`src/rtl/cmd_fifo.sv`:
```
`timescale 1ns/10ps

module cmd_fifo
#(
  parameter int width_p = 8
)
(
  input  logic               clk_i,
  input  logic               reset_i,

  input  logic [width_p-1:0] data_i,
  input  logic               v_i,
  output logic               ready_o,

  output logic [width_p-1:0] data_o,
  output logic               v_o,
  input  logic               yumi_i
);

  logic               full_r;
  logic [width_p-1:0] data_r;

  assign ready_o = ~full_r;
  assign v_o     = full_r;
  assign data_o  = data_r;

  always_ff @(posedge clk_i)
  begin
    if (reset_i)
      full_r <= 1'b0;
    else if (v_i & ~full_r)
      full_r <= 1'b1;
    else if (yumi_i)
      full_r <= 1'b0; // Slot frees up, no bypass.
  end

  always_ff @(posedge clk_i)
  begin
    if (v_i & ~full_r)
      data_r <= data_i;
  end

endmodule

```
`config.mk`:
```
export PLATFORM = sky130hd
export DESIGN_NAME = cmd_fifo
export DESIGN_NICKNAME = d
export VERILOG_FILES = /design/src/rtl/cmd_fifo.sv
export SDC_FILE = /design/constraint.sdc
export NUM_CORES = 1
export LEC_CHECK = 0
export BUFFER_PORTS_ARGS = -buffer_cell sky130_fd_sc_hd__buf_2
export CORE_AREA = 2 2 39 41
export CTS_CLUSTER_SIZE = 14
export DETAILED_ROUTE_END_ITERATION = 7
export DIE_AREA = 0 0 41 43
export SETUP_SLACK_MARGIN = 0.3
export SYNTH_ARGS = -nofsm -noshare
export SYNTH_HDL_FRONTEND = slang
export SYNTH_SLANG_ARGS = --single-unit
```
`constraint.sdc`:
```
create_clock -name clk_i -period 2.2 [get_ports clk_i]
set_input_delay 0.11 -clock clk_i [delete_from_list [all_inputs] [get_ports clk_i]]
set_output_delay 0.11 -clock clk_i [all_outputs]
set_load 0.005 [all_outputs]
```
==> results_dict.tcl <==
set metrics [dict create \
    synthesis.area_um2 284.0 \
    critical-path-slowest-cell "dfxtp_1" \
    yosysUniqueCellTypes 6 \
    first_pass_grt_wire_length_um 696 \
    critical_path_required_ns 2.15 \
    placementRows 14 \
    die_height_um 43 \
    timing.clock.skew_ns 0.002446 \
    share_of_synthesized_area_occupied_by_flip_flops_and_latches 0.9163 \
    io_pins 22 \
    synthesis.nets 25 \
    max_freq_mhz 1033 \
    synth_top_area_share 0.8458 \
    detail_route.wl_per_cell_um 10.19 \
    report.final.hold_viol_count 0 \
    cp_data_arrival_time_ns 0.92 \
    worstPathMaxFanout 8 \
    post-layout-total-power_mw 0.3549 \
    fill_cell_instance_count_of_the_final_layout 139 \
    gate_count_post_synth 13 \
    synth.area.top_cells "edfxtp_1, dfxtp_1, and2b_2" \
    yosys_warnings 0 \
    max-clock-path-buffers 2 \
    gp_congestion 0.5879 \
    timing.critical_path.cells "and2b_2" \
    grt_setup_unrepaired "false" \
    ys_ff_latch 9 \
    top_signal_layer_used "met3" \
    detailedRoute.firstIterationViolations 0 \
    register_to_register_path_depth 1 \
    worst_skew_pair.late_latency_ns 0.25 \
    grt_usage 0.06218 \
    buffers_inserted_by_post_cts_timing_repair 0 \
    cts_inserted_buffers 3 \
    cts_tree "built" \
    syn2layout_area_growth_pct 53.30 \
    final-instance-count-excl-fill 54 \
    p_leak_nw 0.1933 \
    cts-htree-levels 1 \
    io_buffers 21 \
    setup.worst_path.class "flip-flop to flip-flop" \
    crit_path_max_incr_delay_ns 0.33 \
    crit_path_start_kind "flip-flop" \
    clk_pin_slew_ns 0.06 \
    layout.nets 51 \
    timing.max_slew.rel_slack 0.8746 \
    chipWidth_um 41 \
    met1_length_um 269 \
    worstSetupPathDepth 1 \
    grt_start_max_net_pins 9 \
    syn_area_per_cell_um2 21.85 \
    wl_met3_um 116 \
    cellPowerDensity_nw_per_um2 815.1 \
    period_needed_ns 0.9683 \
    timing.critical_path.to_type "flip-flop" \
    max_cap_viol_count 0 \
    timing.final.setup_violations 0 \
    worst_ir_drop_vdd_mv 0.2595 \
    cts.repair.resized 0 \
    finalWirelength_um 550 \
    final_common_cell "buf_2" \
    final_cell_area_um2 435.4 \
    vias_in_the_first_global_route 192 \
    diodes 0 \
    floorplan.initialDensity 0.2052 \
    hold_path.class "input pin to flip-flop" \
    synth_top_cell_by_area "edfxtp_1" \
    route.antenna.remaining_nets 0 \
    outcome "finished, final reports clean" \
    highest_count_cells_in_the_layout_ignoring_fill_and_taps "buf_2, edfxtp_1, clkbuf_4" \
    drive_above_1_share 0.6579 \
    path_buf_inv 0 \
    count_of_hold_buffers_inserted_by_post_cts_repair 0 \
    numClockSinks 9 \
    placedInstanceArea_um2 409.1 \
    dr.pass1.iters 1 \
    worst_path_dominant_cell_family "flip-flops" \
    place.detailed.instances 50 \
    routed_wl_met2_um 163 \
    antenna_found_initial 0 \
    route.detailed.vias_per_inst 3.574 \
    die_area_um2 1763 \
    finalCritPeriodShare 0.4401 \
    drcViolationCount 0 \
    setup_tns_after_final_layout_ns 0 \
    maxSlewViolCount 0 \
    route.vias.total 193 \
    global_route_total_overflow 0 \
    hold_path_cells 2 \
    cts_root_buf "clkbuf_4" \
    core_um2 1384 \
    worst-slew-pin-transition_ns 0.1881 \
]
worst paths after layout:
| check | startpoint | endpoint | slack (ns) |
|---|---|---|---|
| setup / recovery | v_o | data_o[5] | 1.23 |
| hold / removal | reset_i | v_o | 0.01 |
| setup reg to reg | v_o | data_o[5] | 1.23 |
| hold reg to reg | v_o | v_o | 0.50 |
sequential cells by signal (all words and copies together) (netlist names):
signal,count
data_o,8
v_o,1
metrics by stage:
step / setup slack, ns / utilization / hold slack, ns
after floorplan: 1.274 / - / 0.1828
after CTS: 1.224 / 0.3146 / 0.004849
after global routing: 1.205 / 0.3146 / 0.005014
after global placement: 1.259 / 0.2957 / 0.2788
after detailed placement: 1.237 / 0.2957 / 0.2806
final: 1.232 / 0.3146 / 0.01323
synth_stat cells:
master    count
and2b_2       1
a211oi_1      1
inv_1         1
edfxtp_1      8
dfxtp_1       1
nor2_1        1
layer usage:
layer | GRT usage | vias to the layer above
met2 | 0.06563 | 22
met3 | 0.03141 | 0
met1 | 0.09459 | 73
li1 | - | 98
met4 | 0.04000 | 0
met5 | 0 | -
logic make-up after synthesis:
kind of cell,share of synthesized area
simple gates,0.04405
flops,0.9163
buf+inv,0.01320
compound gates,0.02644
final cells by class:
cell class | count | area [µm²] | share of cell area
Clock buffer | 4 | 26.28 | 0.06034
Inverter | 1 | 3.754 | 0.008621
Multi-Input combinational cell | 3 | 20.02 | 0.04598
Sequential cell | 9 | 260.3 | 0.5977
Tap cell | 16 | 20.02 | 0.04598
Timing Repair Buffer | 21 | 105.1 | 0.2414
power breakdown:
| part | internal, mW | switching [mW] | total [mW] |
|---|---|---|---|
| sequential | 0.199 | 0.00339 | 0.202 |
| combinational | 0.0162 | 0.0129 | 0.0290 |
| clock | 0.0697 | 0.0543 | 0.124 |
No activity file was read; power rests on OpenSTA's default activity.
