`src/common/cfg_pkg.sv`:
```
package cfg_pkg;

  // Command bus widths.
  localparam int addr_width_gp        = 20;
  localparam int data_width_gp        = 64;
  localparam int cfg_addr_width_gp    = 16;
  localparam int ucode_instr_width_gp = 32;

  // Tile identity widths.
  localparam int did_width_gp     = 4;
  localparam int cord_width_gp    = 6; // {y, x}, 3 bits each.
  localparam int core_id_width_gp = 4;
  localparam int cce_id_width_gp  = 4;
  localparam int lce_id_width_gp  = 5;
  localparam int domain_width_gp  = 3;

  // Start of the microcode window.
  localparam logic [cfg_addr_width_gp-1:0] ucode_base_gp = 16'h8000;

  // Register map.
  localparam logic [cfg_addr_width_gp-1:0] cfg_reg_freeze_gp      = 16'h0002;
  localparam logic [cfg_addr_width_gp-1:0] cfg_reg_icache_mode_gp = 16'h0003;
  localparam logic [cfg_addr_width_gp-1:0] cfg_reg_dcache_mode_gp = 16'h0004;
  localparam logic [cfg_addr_width_gp-1:0] cfg_reg_cce_mode_gp    = 16'h0005;
  localparam logic [cfg_addr_width_gp-1:0] cfg_reg_domain_mask_gp = 16'h0006;
  localparam logic [cfg_addr_width_gp-1:0] cfg_reg_did_gp         = 16'h0008;
  localparam logic [cfg_addr_width_gp-1:0] cfg_reg_host_did_gp    = 16'h0009;
  localparam logic [cfg_addr_width_gp-1:0] cfg_reg_cord_gp        = 16'h000a;

  typedef enum logic [1:0]
  {
    e_mem_wr    = 2'b01,
    e_mem_uc_rd = 2'b10,
    e_mem_uc_wr = 2'b11
  } mem_msg_type_e;

  typedef enum logic [0:0]
  {
    e_lce_mode_uncached = 1'b0,
    e_lce_mode_normal   = 1'b1
  } lce_mode_e;

  typedef enum logic [0:0]
  {
    e_cce_mode_uncached = 1'b0,
    e_cce_mode_normal   = 1'b1
  } cce_mode_e;

  typedef struct packed
  {
    mem_msg_type_e            msg_type;
    logic [addr_width_gp-1:0] addr;
    logic [1:0]               size; // log2 of bytes.
  } mem_header_s;

  typedef struct packed
  {
    mem_header_s              header;
    logic [data_width_gp-1:0] data;
  } mem_msg_s;

  typedef struct packed
  {
    logic                        freeze;
    logic [core_id_width_gp-1:0] core_id;
    logic [lce_id_width_gp-1:0]  icache_id;
    lce_mode_e                   icache_mode;
    logic [lce_id_width_gp-1:0]  dcache_id;
    lce_mode_e                   dcache_mode;
    logic [cce_id_width_gp-1:0]  cce_id;
    cce_mode_e                   cce_mode;
    logic [domain_width_gp-1:0]  domain_mask;
  } cfg_bus_s;

endpackage

```
`src/cfg/cfg_regs.sv`:
```
`timescale 1ns/10ps

module cfg_regs
  import cfg_pkg::*;
#(
  parameter int ucode_addr_width_p = 8,
  parameter int num_cols_p         = 4
)
(
  input  logic                            clk_i,
  input  logic                            reset_i,

  input  mem_msg_s                        cmd_i,
  input  logic                            cmd_v_i,
  output logic                            cmd_yumi_o,

  output mem_msg_s                        resp_o,
  output logic                            resp_v_o,
  input  logic                            resp_yumi_i,

  output cfg_bus_s                        cfg_bus_o,
  input  logic [did_width_gp-1:0]         did_i,
  input  logic [did_width_gp-1:0]         host_did_i,
  input  logic [cord_width_gp-1:0]        cord_i,

  output logic                            ucode_v_o,
  output logic                            ucode_w_o,
  output logic [ucode_addr_width_p-1:0]   ucode_addr_o,
  output logic [ucode_instr_width_gp-1:0] ucode_data_o,
  input  logic [ucode_instr_width_gp-1:0] ucode_data_i
);

  logic                         freeze_r;
  lce_mode_e                    icache_mode_r;
  lce_mode_e                    dcache_mode_r;
  cce_mode_e                    cce_mode_r;
  logic [domain_width_gp-1:0]   domain_mask_r;

  logic                         wr_v;
  logic                         rd_v;
  logic                         ucode_hit;
  logic [cfg_addr_width_gp-1:0] cfg_addr;
  logic [data_width_gp-1:0]     cfg_data;

  logic                         resp_pending_r;
  logic                         first_v;
  logic [3:0]                   read_sel_r;
  logic [3:0]                   read_sel;
  logic [data_width_gp-1:0]     read_mux;
  logic                         held_v_r;
  logic [data_width_gp-1:0]     held_data_r;
  logic [data_width_gp-1:0]     read_data;

  logic [core_id_width_gp-1:0]  core_id;
  logic [cce_id_width_gp-1:0]   cce_id;
  logic [lce_id_width_gp-1:0]   icache_id;
  logic [lce_id_width_gp-1:0]   dcache_id;

  assign wr_v      = cmd_v_i & (cmd_i.header.msg_type == e_mem_uc_wr);
  assign rd_v      = cmd_v_i & (cmd_i.header.msg_type == e_mem_uc_rd);
  assign cfg_addr  = cmd_i.header.addr[cfg_addr_width_gp-1:0];
  assign cfg_data  = cmd_i.data;
  assign ucode_hit = (cfg_addr >= ucode_base_gp);

  // Writes repeat each cycle the command sits at the head.
  always_ff @(posedge clk_i)
  begin
    if (reset_i)
    begin
      freeze_r      <= 1'b1;
      icache_mode_r <= e_lce_mode_uncached;
      dcache_mode_r <= e_lce_mode_uncached;
      cce_mode_r    <= e_cce_mode_uncached;
      domain_mask_r <= '0;
    end
    else if (wr_v)
    begin
      case (cfg_addr)
        cfg_reg_freeze_gp:      freeze_r      <= cfg_data[0];
        cfg_reg_icache_mode_gp: icache_mode_r <= lce_mode_e'(cfg_data[0]);
        cfg_reg_dcache_mode_gp: dcache_mode_r <= lce_mode_e'(cfg_data[0]);
        cfg_reg_cce_mode_gp:    cce_mode_r    <= cce_mode_e'(cfg_data[0]);
        cfg_reg_domain_mask_gp: domain_mask_r <= cfg_data[domain_width_gp-1:0];
        default: ;
      endcase
    end
  end

  assign ucode_v_o    = (rd_v | wr_v) & ucode_hit;
  assign ucode_w_o    = wr_v & ucode_hit;
  assign ucode_addr_o = cfg_addr[ucode_addr_width_p-1:0];
  assign ucode_data_o = cfg_data[ucode_instr_width_gp-1:0];

  cord_to_id
  #(
    .num_cols_p(num_cols_p)
  )
  id_map
  (
    .cord_i(cord_i),
    .core_id_o(core_id),
    .cce_id_o(cce_id),
    .icache_id_o(icache_id),
    .dcache_id_o(dcache_id)
  );

  assign cfg_bus_o = '{freeze:      freeze_r,
                       core_id:     core_id,
                       icache_id:   icache_id,
                       icache_mode: icache_mode_r,
                       dcache_id:   dcache_id,
                       dcache_mode: dcache_mode_r,
                       cce_id:      cce_id,
                       cce_mode:    cce_mode_r,
                       domain_mask: domain_mask_r};

  assign first_v  = cmd_v_i & ~resp_pending_r;
  assign read_sel = {rd_v & (cfg_addr == cfg_reg_host_did_gp),
                     rd_v & (cfg_addr == cfg_reg_did_gp),
                     rd_v & (cfg_addr == cfg_reg_cord_gp),
                     rd_v & ucode_hit};

  always_ff @(posedge clk_i)
  begin
    if (reset_i)
    begin
      resp_pending_r <= 1'b0;
      read_sel_r     <= '0;
    end
    else if (resp_yumi_i)
      resp_pending_r <= 1'b0;
    else if (first_v)
    begin
      resp_pending_r <= 1'b1;
      read_sel_r     <= read_sel;
    end
  end

  // One-hot select; all zero for writes and unmapped reads.
  assign read_mux = ({data_width_gp{read_sel_r[3]}} & data_width_gp'(host_did_i))
                  | ({data_width_gp{read_sel_r[2]}} & data_width_gp'(did_i))
                  | ({data_width_gp{read_sel_r[1]}} & data_width_gp'(cord_i))
                  | ({data_width_gp{read_sel_r[0]}} & data_width_gp'(ucode_data_i));

  // Capture one cycle after the select so the RAM output has settled.
  always_ff @(posedge clk_i)
  begin
    if (reset_i)
      held_v_r <= 1'b0;
    else if (resp_yumi_i)
      held_v_r <= 1'b0;
    else if (resp_pending_r)
      held_v_r <= 1'b1;
  end

  always_ff @(posedge clk_i)
  begin
    if (resp_pending_r & ~held_v_r)
      held_data_r <= read_mux;
  end

  assign read_data = held_v_r ? held_data_r : read_mux;

  assign resp_o     = '{header: cmd_i.header, data: read_data};
  assign resp_v_o   = resp_pending_r;
  assign cmd_yumi_o = resp_yumi_i; // Buffer pops with the response.

endmodule

```
`src/cfg/cord_to_id.sv`:
```
`timescale 1ns/10ps

module cord_to_id
  import cfg_pkg::*;
#(
  parameter int num_cols_p = 4
)
(
  input  logic [cord_width_gp-1:0]    cord_i,
  output logic [core_id_width_gp-1:0] core_id_o,
  output logic [cce_id_width_gp-1:0]  cce_id_o,
  output logic [lce_id_width_gp-1:0]  icache_id_o,
  output logic [lce_id_width_gp-1:0]  dcache_id_o
);

  localparam int half_width_lp = cord_width_gp / 2;

  logic [half_width_lp-1:0] cord_x;
  logic [half_width_lp-1:0] cord_y;
  logic [15:0]              core_full;

  assign cord_x = cord_i[half_width_lp-1:0];
  assign cord_y = cord_i[cord_width_gp-1:half_width_lp];

  // Row 0 holds no cores, so rows count from y = 1.
  assign core_full = (16'(cord_y) - 16'd1) * 16'(num_cols_p) + 16'(cord_x);

  assign core_id_o   = core_full[core_id_width_gp-1:0];
  assign cce_id_o    = core_full[cce_id_width_gp-1:0];
  assign icache_id_o = {core_id_o, 1'b0};
  assign dcache_id_o = {core_id_o, 1'b1};

endmodule

```
`config.mk`:
```
export PLATFORM = sky130hd
export DESIGN_NAME = cfg_regs
export DESIGN_NICKNAME = d
export VERILOG_FILES = /design/src/common/cfg_pkg.sv /design/src/cfg/cfg_regs.sv /design/src/cfg/cord_to_id.sv
export SDC_FILE = /design/constraint.sdc
export NUM_CORES = 1
export LEC_CHECK = 0
export BUFFER_PORTS_ARGS = -buffer_cell sky130_fd_sc_hd__buf_2
export CORE_AREA = 8 8 108 110
export CTS_BUF_LIST = sky130_fd_sc_hd__clkbuf_8
export CTS_CLUSTER_DIAMETER = 30
export CTS_CLUSTER_SIZE = 10
export DETAILED_ROUTE_END_ITERATION = 8
export DIE_AREA = 0 0 116 118
export PLACE_DENSITY = 0.78
export SLEW_MARGIN = 10
export SYNTH_ARGS = -nofsm -noshare
export SYNTH_HDL_FRONTEND = slang
export SYNTH_SLANG_ARGS = --single-unit
```
`constraint.sdc`:
```
create_clock -name clk_i -period 3.25 [get_ports clk_i]
set_input_delay 0.325 -clock clk_i [delete_from_list [all_inputs] [get_ports clk_i]]
set_output_delay 0.325 -clock clk_i [all_outputs]
set_load 0.02 [all_outputs]
```
==> key figures, run 1 <==
Floorplan
  • Initial Util: a little under a third
  • Core area: around 10000 um^2
  • Die area: 13690 um^2
  • Row count: 37
  • Die Wd: 116 um
  • Die Ht: 118 um
  • I/O Pins: 295

STA
  • FMAX: 440.1 MHz
  • RSZ-0062 raised after global routing: false
  • Clock skew: 0.004722 ns
  • Slew headroom: 39.35%
  • Setup violators final: 0
  • Hold Vio Cnt, Final: 0
  • Worst Tran Pin Value: 0.9085 ns
  • Setup slack after layout: between 0.9 and 1 ns
  • Sum Neg Setup Slack: 0 ns
  • Hold slack: 0.2682 ns
  • Fin crit period: 2.272 ns
  • Slew Limit Fails: 0
  • Fin crit share: 69.92%

Synthesis
  • Synth unique cells: 38
  • Syn. warnings: 0
  • Cell Area, Synth: roughly 3200 um^2
  • Asr flop ratio synth: 0%
  • Synth Instances: 305
  • Synth Flop Type: edfxtp_1
  • Flops & latches, synth: 45
  • Number of synthesized flops with an enable pin: 32
  • Syn Area/Cell: 10.47 um^2
  • Register area share after synthesis: 38.24%

Global route
  • Antenna violations before repair: 0
  • GRT Util Overall: 12.91%
  • Met2 Use GR: 22.99%
  • Global-route wire length before repair: between 10000 and 15000 um
  • GR Layer Usage met1: 13.04%
  • Grt met3 use: 5.849%
  • Vias in the first global route: 2522
  • Remaining global-route overflow: 0
  • Pin count of the biggest net entering global routing: 35
  • Busiest grt layer: met2

Pwr
  • Static Leak: 1.739 nW
  • VDD IR max: 0.2227 mV
  • PwrDens: 386.8 nW/um^2

Setup path
  • CP max stage delay: 0.92 ns
  • R2r endpoint: held_data_r[0]
  • CP Cell Sequence: a22oi_1 > nand2_1 > mux2_2 > buf_2
  • Setup crit end kind: output pin
  • Crit Path Category: register to output pin
  • RR Startpoint: read_sel_r[0]
  • CP Data Required Time: 2.92 ns
  • Worst-case reg-to-reg path depth: 2
  • Reg2Reg Setup Slack: 1.77 ns
  • Worst path slowest cell: dfxtp_1
  • Worst EP arrival: just under 2 ns
  • Crit path max fanout: 33
  • Startpoint types: register

Cells and area
  • Commonest non-fill, non-tap cell in the layout: buf_2
  • Utilization after layout: 35.14%
  • Layout Cells excl Fill: approximately 520
  • Ratio of cells with drive above 1 in the final layout: 53.95%
  • N_diodes: 0
  • Most frequent cells in the layout: buf_2 (158), conb_1 (34), mux2_2 (32), edfxtp_1 (32), and2_1 (27)
  • Area of the multi-input gates: 1171 um^2
  • Synthesis-to-layout area growth: 10.03%
  • Nets: 518
  • Seq. cell area: about 1200 um^2
  • Filler cells: 1039

Hold path
  • Worst hold endpoint: held_v_r
  • WHS Path Cells: 2
  • Hold crit path type: primary input to register
  • Hold Crit Start: resp_yumi_i

Clock tree
  • CTS tree: built
  • Clk slew on worst S/H paths: 0.08 ns
  • Post_cts resized: 0
  • Worst-case clock buffer depth: 2
  • Skew-Pair Late Insertion Delay: 0.29 ns
  • H-tree Lvls: 2
  • Hold buffers post-CTS: 0
  • Sink Count: 45
  • Clock tree root buffer cell: clkbuf_8
  • Clock buffer count from CTS: 5
  • Number of setup buffers added after CTS: 0

Place
  • DP HPWL: 8025 um
  • IO buf count: approximately 160
  • Placed Cells: 508
  • Setup WS pre-CTS: 1.227 ns
  • Final Wtd Congestion: 0.8959

Routing
  • Vias/cell: 4.378
  • Wire length per cell: between 15 and 20 um
  • Pre-antenna DRT Iters: 4
  • DRT antenna net count: 0
  • Starting DRT DRC Count: 160
  • DRC: 0
  • DRT Wirelength: 9453 um
  • Routed vias: 2259

Flow run
  • Max-Cap Viols: 0

Run status
  • Status: finished, final reports clean
==> power breakdown <==
part	internal (W)	switching (W)
registers	0.000617	0.00000281
clock network	0.000305	0.000190
logic	0.0000763	0.000168
total	0.000999	0.000360
==> how the worst max path moves through the flow <==
stage | start | end | slack (ns) | cells past startpoint
after global placement | read_sel_r[0] | resp_o[0] | 1.30 | 4
after CTS | read_sel_r[0] | resp_o[0] | 0.89 | 4
after global routing | read_sel_r[0] | resp_o[0] | 0.75 | 4
after detailed placement | read_sel_r[0] | resp_o[0] | 1.23 | 4
after floorplan | held_v_r | held_data_r[0] | 0.74 | 3
final | read_sel_r[0] | resp_o[0] | 0.98 | 4
==> cell families after synthesis <==
kind of cell	share of synthesized area, %
fa+ha+maj	0.3918
compound gates	5.487
buf+inv	28.92
simple gates	14.26
mux	11.91
xor+xnor	0.5487
flops	38.24
other cells	0.2352
==> through the flow <==
step                area (um^2)  total power, W
floorplan                  3313       0.0009068
global placement           3379       0.0008747
finish                     3513        0.001359
detailed placement         3379       0.0008782
CTS                        3513        0.001375
global route               3513        0.001414
==> worst max-delay path, delay by kind of cell (launching register included) <==
family,cells,cell delay (ns)
simple gates,1,0.16
mux,1,0.15
compound gates,1,0.24
flops,1,0.92
buf+inv,1,0.16
==> synthesized netlist by cell type, types with 2 or more instances <==
master    number  area, um^2
a22oi_1        8       60.06
o21ai_0        2       10.01
nor3_1         2       10.01
edfxtp_1      32       960.9
dfxtp_1       13       260.3
nor4_4         3       63.81
inv_1          3       11.26
mux2_2        32       360.4
and2_1        27       168.9
a32oi_1        3       26.28
nand2_1        7       26.28
clkbuf_1       5       18.77
nor2_1         8       30.03
a21oi_1        4       20.02
a22o_1         2       17.52
o41ai_1        2       17.52
and3_1         2       12.51
nand4_1        7       43.79
nor3b_1        2       15.01
buf_2          3       15.01
conb_1         2       7.510
buf_4        117       878.3
mux2i_1        2       20.02
nor2b_1        3       18.77
==> metal layers <==
metal	part of all wire, %	wire length, um
met1	36	3405
met3	13	1250
met5	0	0
met2	50	4682
met4	1.2	115
==> flip-flops by register name, summed over array words and instances (netlist names) <==
register / flops
held_v_r: 1
read_sel_r: 4
icache_mode_r: 1
resp_v_o: 1
domain_mask_r: 3
cce_mode_r: 1
held_data_r: 32
freeze_r: 1
dcache_mode_r: 1
==> layout make-up <==
type	count	share of cell area, %
clock buffers	5	1.959
clock inverters	3	1.852
inverters	3	0.3205
multi-input cells	164	33.33
flip-flops and latches	45	34.76
well taps	136	4.843
repair buffers	160	22.93
Power figures use the tool's default switching activity.
==> inputs of run 2 (changes only) <==
- ABC_AREA: unset -> 1
- CORE_AREA: 8 8 108 110 -> 8 8 110 112
- DIE_AREA: 0 0 116 118 -> 0 0 118 120
- PLACE_DENSITY: 0.78 -> 0.76
- clock period: 3.25 -> 2.1 ns (I/O delays scaled with it)
==> run 2 against run 1 <==
Effect of this change: via count is 14% higher; worst setup slack worse by 0.72 ns; non-clock buffer count up 1; global-route usage decreased by 2.2 points; die area increased by 3.4%; sequential power increased by 55%; count of clock-buffer cells in the layout did not move; register-to-register slack got worse by 0.94 ns; critical path type unchanged.
==> key figures, run 2 <==
Run status
  • Status: finished, final reports clean

Place
  • DP HPWL: 6592 um (-18%)
  • IO buf count: 158 (unchanged)
  • Setup WS pre-CTS: 0.5943 ns (-0.6323 ns)
  • Final Wtd Congestion: 0.8008 (-11%)

Cells and area
  • Commonest non-fill, non-tap cell in the layout: buf_2
  • Top Registers: held_data_r: 32 flops, read_sel_r: 4 flops, domain_mask_r: 3 flops
  • Nets: 644 (+24%)
  • Max FFs per register: 32 (unchanged)
  • Synthesis-to-layout area growth: 8.432%
  • Most frequent cells in the layout: buf_2 (158), nand2_1 (112), inv_1 (52), conb_1 (34), edfxtp_1 (32)
  • Ratio of cells with drive above 1 in the final layout: 34.98% (-19 points)
  • Most flop-heavy register: held_data_r
  • N_diodes: 0 (unchanged)

Global route
  • Global-route wire length before repair: 12490 um (-9.5%)
  • Antenna violations before repair: 0 (unchanged)
  • Pin count of the biggest net entering global routing: 50 (+43%)
  • GRT Util Overall: 10.72% (-2.2 points)
  • Vias in the first global route: 2450 (-2.9%)
  • Remaining global-route overflow: 0 (unchanged)

Pwr
  • P_int: 0.001308 W (+31%)
  • Logic gate share of total power: 19.8% (+1.8 points)
  • PwrDens: 529.7 nW/um^2 (+37%)
  • Static Leak: 1.972 nW (+13%)
  • VDD IR max: 0.2487 mV (+12%)
  • Seq pwr share: 51.1% (+5.5 points)
  • Switching power: 0.0005754 W (+60%)
  • Clock power share: 29.1% (-7.3 points)
  • Net Sw Frac: 30.55% (+4.0 points)
  • Total power: 0.001884 W (+39%)

Floorplan
  • Die Ht: 120 um (+1.7%)
  • I/O Pins: 295 (unchanged)
  • Initial Util: 31.21% (-0.72 points)
  • Core area: 10510 um^2 (+5.1%)
  • Die area: 14160 um^2 (+3.4%)
  • Die Wd: 118 um (+1.7%)
  • Row count: 38 (+2.7%)

Synthesis
  • Syn. warnings: 0 (unchanged)
  • Synth cell count leaders: buf_4 (118), nand2_1 (112), inv_1 (52)
  • Synth unique cells: 24 (-37%)
  • Number of synthesized flops with an enable pin: 32 (unchanged)
  • Syn Area/Cell: 7.556 um^2 (-28%)
  • Area contributors post-synth: edfxtp_1 (29%), buf_4 (27%), nand2_1 (13%)
  • Cell Area, Synth: 3279 um^2 (+2.7%)
  • Synth Flop Type: edfxtp_1
  • Register area share after synthesis: 37.24% (-1.0 points)
  • Asr flop ratio synth: 0% (unchanged)
  • Top-count cell post-synth: buf_4
  • Yosys top cell area share: 29.30% (-0.79 points)
  • Synth Instances: 434 (+42%)
  • Flops & latches, synth: 45 (unchanged)
  • Cell taking the most area after synthesis: edfxtp_1

Flow run
  • Max-Cap Viols: 0 (unchanged)

Routing
  • Pre-antenna DRT Iters: 4 (unchanged)
  • Wire length per cell: 12.40 um (-32%)
  • Routed vias: 2585 (+14%)
  • DRT Wirelength: 8008 um (-15%)
  • DRC: 0 (unchanged)
  • Starting DRT DRC Count: 118 (-26%)
  • Vias/cell: 4.002 (-8.6%)
  • DRT antenna net count: 0 (unchanged)

Clock tree
  • CTS tree: built
  • Worst-case clock buffer depth: 2 (unchanged)
  • Number of setup buffers added after CTS: 0 (unchanged)
  • Sink Count: 45 (unchanged)
  • H-tree Lvls: 2 (unchanged)
  • Skew-Pair Late Insertion Delay: 0.30 ns (about the same)
  • Post_cts resized: 0 (unchanged)
  • Clock tree root buffer cell: clkbuf_8
  • Hold buffers post-CTS: 0 (unchanged)
  • Clock buffer count from CTS: 5 (unchanged)
  • Clk slew on worst S/H paths: 0.09 ns (about the same)

STA
  • RSZ-0062 raised after global routing: false
  • Setup slack after layout: 0.2623 ns (-0.7153 ns)
  • Fin crit share: between 80% and 90%
  • Slew Limit Fails: 0 (unchanged)
  • Fin crit period: 1.838 ns
  • Setup violators final: 0 (unchanged)
  • Clock skew: 0.005852 ns (+0.001130 ns)
  • Hold Vio Cnt, Final: 0 (unchanged)
  • Sum Neg Setup Slack: 0 ns (unchanged)
  • FMAX: 544.2 MHz

Hold path
  • Worst hold endpoint: read_sel_r[3]
  • Hold crit path type: primary input to register
  • WHS Path Cells: 2 (unchanged)
  • Hold Crit Start: reset_i

Setup path
  • Worst-case reg-to-reg path depth: 5 (+3)
  • R2r endpoint: read_sel_r[2]
  • Crit path max fanout: 26 (-21%)
  • Buffer and inverter count on the worst path: 2 (+1)
  • Reg2Reg Setup Slack: 0.83 ns (-0.94 ns)
  • CP max stage delay: 0.50 ns (-0.42 ns)
  • CP Data Required Time: 1.89 ns (-1.03 ns)
  • RR Startpoint: resp_v_o
  • Worst path slowest cell: dfxtp_1
  • Worst EP arrival: 1.63 ns (-0.32 ns)
  • Startpoint types: register
  • Crit path max-delay family: buffers and inverters
  • CP Cell Sequence: buf_4 > nand2_1 > o21ai_0 > buf_2
  • Crit Path Category: register to output pin
  • Setup crit end kind: output pin
-- run 2: cell count changes after synthesis, moves of 12 or more --
cell,delta
inv_1,+49
o21ai_0,+24
mux2_2,-32
nand2_1,+105
nand3_1,+12
nor2_1,+17
and2_1,-27
-- run 2: cells by family after synthesis --
family	after synthesis	synth area share, %
fa+ha+maj	1	0.3815
buf+inv	181	34.72
other cells	2	0.2290
simple gates	167	21.14
xor+xnor	2	0.5342
compound gates	36	5.761
flops	45	37.24
-- run 2: how the worst max path moves through the flow --
stage                  startpoint        endpoint  slack (ns)  cells after the start
floorplan                held_v_r  held_data_r[0]        0.30                      2
global placement    read_sel_r[0]      resp_o[29]        0.59                      4
detailed placement  read_sel_r[0]      resp_o[19]        0.59                      4
CTS                 read_sel_r[0]      resp_o[14]        0.25                      4
global route        read_sel_r[0]      resp_o[25]        0.10                      4
finish              read_sel_r[0]      resp_o[14]        0.26                      4
-- run 2: layer usage --
metal | up-vias | wire length, um | share of wire (%) | global-route usage [%]
li1 | 1346 | - | - | -
met1 | 1119 | 3405 | 43 | 12.03
met2 | 109 | 3875 | 48 | 18.29
met3 | 11 | 643 | 8.0 | 4.462
met4 | 0 | 83 | 1.0 | 3.203
met5 | - | 0 | 0 | 0
-- run 2: power by group through the flow --
stage / registers, W / logic (W) / clock network, W
floorplan: 0.000983 / 0.000430 / 0
global placement: 0.000983 / 0.000373 / 0
detailed placement: 0.000983 / 0.000375 / 0
CTS: 0.000963 / 0.000376 / 0.000587
global route: 0.000964 / 0.000404 / 0.000620
finish: 0.000963 / 0.000373 / 0.000547
-- run 2: layout make-up --
class | count | area [um^2]
fill | 1148 | 6952
sequential | 45 | 1222
multi-input combinational | 240 | 1047
timing repair buffer | 161 | 825.8
inverter | 52 | 195.2
tap | 140 | 175.2
clock buffer | 5 | 68.82
clock inverter | 3 | 21.27
-- run 2: through the flow --
step / std cells / cell area [um^2] / util, % / hold WS, ns
after floorplan: 466 / 3402 / - / 0.2791
after global placement: 638 / 3466 / 32.98 / 0.4201
after detailed placement: 638 / 3466 / 32.98 / 0.4201
after CTS: 646 / 3556 / 33.84 / 0.1121
after global routing: 646 / 3556 / 33.84 / 0.1264
final: 646 / 3556 / 33.84 / 0.1321
==> inputs of run 3 (changes only) <==
- PLACE_DENSITY: 0.76 -> 0.75
==> run 3 against run 2 <==
Effect of this change: clock power rose by 18%; largest power group unchanged; fmax rose by 1.9%; final cell count did not move; power rose by 5.1%; critical endpoint is now resp_o[7]; global-route usage rose by 0.40 points; utilization rose by 0.19 points; critical path depth did not move; critical path type unchanged.
==> key figures, run 3 (synthesized netlist as in run 2, its figures left out) <==
Global route
  • Remaining global-route overflow: 0 (unchanged)
  • Global-route wire length before repair: 13020 um (+4.3%)
  • Pin count of the biggest net entering global routing: 45 (-10%)
  • Antenna violations before repair: 0 (unchanged)
  • GRT Util Overall: 11.12% (+0.40 points)
  • Vias in the first global route: 2537 (+3.6%)

Hold path
  • WHS Path Cells: 2 (unchanged)
  • Worst hold endpoint: read_sel_r[3]
  • Hold crit path type: primary input to register
  • Hold Crit Start: reset_i

Cells and area
  • Top Registers: held_data_r: 32 flops, read_sel_r: 4 flops, domain_mask_r: 3 flops
  • Finished layout cell area: 3576 um^2 (+0.56%)
  • Synthesis-to-layout area growth: 9.042%
  • Max FFs per register: 32 (unchanged)
  • N_diodes: 0 (unchanged)
  • Most flop-heavy register: held_data_r
  • Most frequent cells in the layout: buf_2 (158), nand2_1 (112), inv_1 (52), conb_1 (34), edfxtp_1 (32)
  • Commonest non-fill, non-tap cell in the layout: buf_2
  • Layout Cells excl Fill: 646 (unchanged)
  • Nets: 644 (unchanged)
  • Ratio of cells with drive above 1 in the final layout: 34.78% (-0.20 points)

Setup path
  • Crit path max-delay family: buffers and inverters
  • Reg2Reg Setup Slack: 0.86 ns (+0.03 ns)
  • Buffer and inverter count on the worst path: 2 (unchanged)
  • CP max stage delay: 0.53 ns (+0.03 ns)
  • Worst EP arrival: 1.59 ns (-0.04 ns)
  • Crit Path Category: register to output pin
  • R2r endpoint: read_sel_r[1]
  • RR Startpoint: resp_v_o
  • Setup crit end kind: output pin
  • CP Data Required Time: 1.89 ns (about the same)
  • Worst path slowest cell: dfxtp_2
  • Worst-case reg-to-reg path depth: 5 (unchanged)
  • Crit path max fanout: 44 (+69%)
  • Startpoint types: register
  • CP Cell Sequence: buf_4 > nand2_1 > o21ai_0 > buf_2

Floorplan
  • Core area: 10510 um^2 (unchanged)
  • Initial Util: 31.21% (unchanged)
  • I/O Pins: 295 (unchanged)
  • Row count: 38 (unchanged)
  • Die Ht: 120 um (unchanged)
  • Die Wd: 118 um (unchanged)
  • Die area: 14160 um^2 (unchanged)

Routing
  • Met1 Wirelength: 3270 um (-4.0%)
  • DRT Wirelength: 8118 um (+1.4%)
  • Met3 routed WL: 786 um (+22%)
  • DR WL met2: 3978 um (+2.7%)
  • Vias/cell: 4.031 (+0.74%)
  • Starting DRT DRC Count: 90 (-24%)
  • Pre-antenna DRT Iters: 4 (unchanged)
  • DRT antenna net count: 0 (unchanged)
  • Wire length per cell: 12.57 um (+1.4%)
  • Routed vias: 2604 (+0.74%)
  • DRC: 0 (unchanged)
  • DR top layer: met4

Place
  • Placed Cells: 638 (unchanged)
  • Setup WS pre-CTS: 0.5953 ns (+0.0009890 ns)
  • Final Wtd Congestion: 0.7662 (-4.3%)
  • IO buf count: 158 (unchanged)
  • DP HPWL: 6680 um (+1.3%)
  • Placed cell areas: 3466 um^2 (unchanged)

STA
  • Slew Limit Fails: 0 (unchanged)
  • RSZ-0062 raised after global routing: false
  • Fin crit share: 85.89% (-1.6 points)
  • Sum Neg Setup Slack: 0 ns (unchanged)
  • Hold Vio Cnt, Final: 0 (unchanged)
  • FMAX: 554.4 MHz (+1.9%)
  • Slew headroom: approximately 66%
  • Fin crit period: 1.804 ns (-0.03401 ns)
  • Clock skew: 0.006393 ns (+0.0005414 ns)
  • Setup violators final: 0 (unchanged)
  • Setup slack after layout: 0.2963 ns (+0.03401 ns)
  • Worst Tran Pin Value: 0.5042 ns

Pwr
  • VDD IR max: 0.2187 mV (-12%)
  • Static Leak: 1.979 nW (+0.37%)
  • PwrDens: 553.4 nW/um^2 (+4.5%)

Clock tree
  • Worst-case clock buffer depth: 2 (unchanged)
  • Clk slew on worst S/H paths: 0.09 ns (about the same)
  • Clock tree root buffer cell: clkbuf_8
  • Skew-Pair Late Insertion Delay: 0.29 ns (about the same)
  • Post_cts resized: 0 (unchanged)
  • Clock buffer count from CTS: 5 (unchanged)
  • Hold buffers post-CTS: 0 (unchanged)
  • Number of setup buffers added after CTS: 0 (unchanged)
  • CTS tree: built
  • Sink Count: 45 (unchanged)
  • H-tree Lvls: 2 (unchanged)

Run status
  • Status: finished, final reports clean

Flow run
  • Max-Cap Viols: 0 (unchanged)
run 3: how the worst max path moves through the flow:
stage          cells after the start  slack [ns]  startpoint        endpoint
2_1_floorplan                      2        0.30    held_v_r  held_data_r[0]
3_3_place_gp                       4        0.61    held_v_r      resp_o[24]
3_5_place_dp                       4        0.60    held_v_r       resp_o[7]
4_1_cts                            4        0.25    held_v_r       resp_o[7]
5_1_grt                            4        0.07    held_v_r      resp_o[18]
6_report                           4        0.30    held_v_r       resp_o[7]
run 3: layout make-up:
| class | instances | area (um^2) |
|---|---|---|
| Fill cell | 1137 | 6932 |
| Sequential cell | 45 | 1222 |
| Multi-Input combinational cell | 240 | 1047 |
| Timing Repair Buffer | 161 | 825.8 |
| Inverter | 52 | 195.2 |
| Tap cell | 140 | 175.2 |
| Clock buffer | 5 | 68.82 |
| Clock inverter | 3 | 41.29 |
run 3: per-stage QoR:
| step | total power [W] | util, % | hold WS [ns] |
|---|---|---|---|
| finish | 0.001979 | 34.03 | 0.1290 |
| global route | 0.002085 | 34.03 | 0.1210 |
| CTS | 0.002024 | 34.03 | 0.1167 |
| detailed placement | 0.001357 | 32.98 | 0.4201 |
| global placement | 0.001355 | 32.98 | 0.4201 |
| floorplan | 0.001412 | - | 0.2791 |
run 3: routing by layer:
metal | GRT usage [%] | vias to the layer above
li1 | - | 1339
met1 | 12.28 | 1144
met2 | 19.40 | 112
met3 | 4.603 | 9
met4 | 2.962 | 0
met5 | 0 | -
run 3: power breakdown:
part / internal (W) / switching (W) / leakage, nW
logic: 0.000114 / 0.000258 / 1.49
clock network: 0.000350 / 0.000294 / 0.0518
registers: 0.000958 / 0.00000543 / 0.437
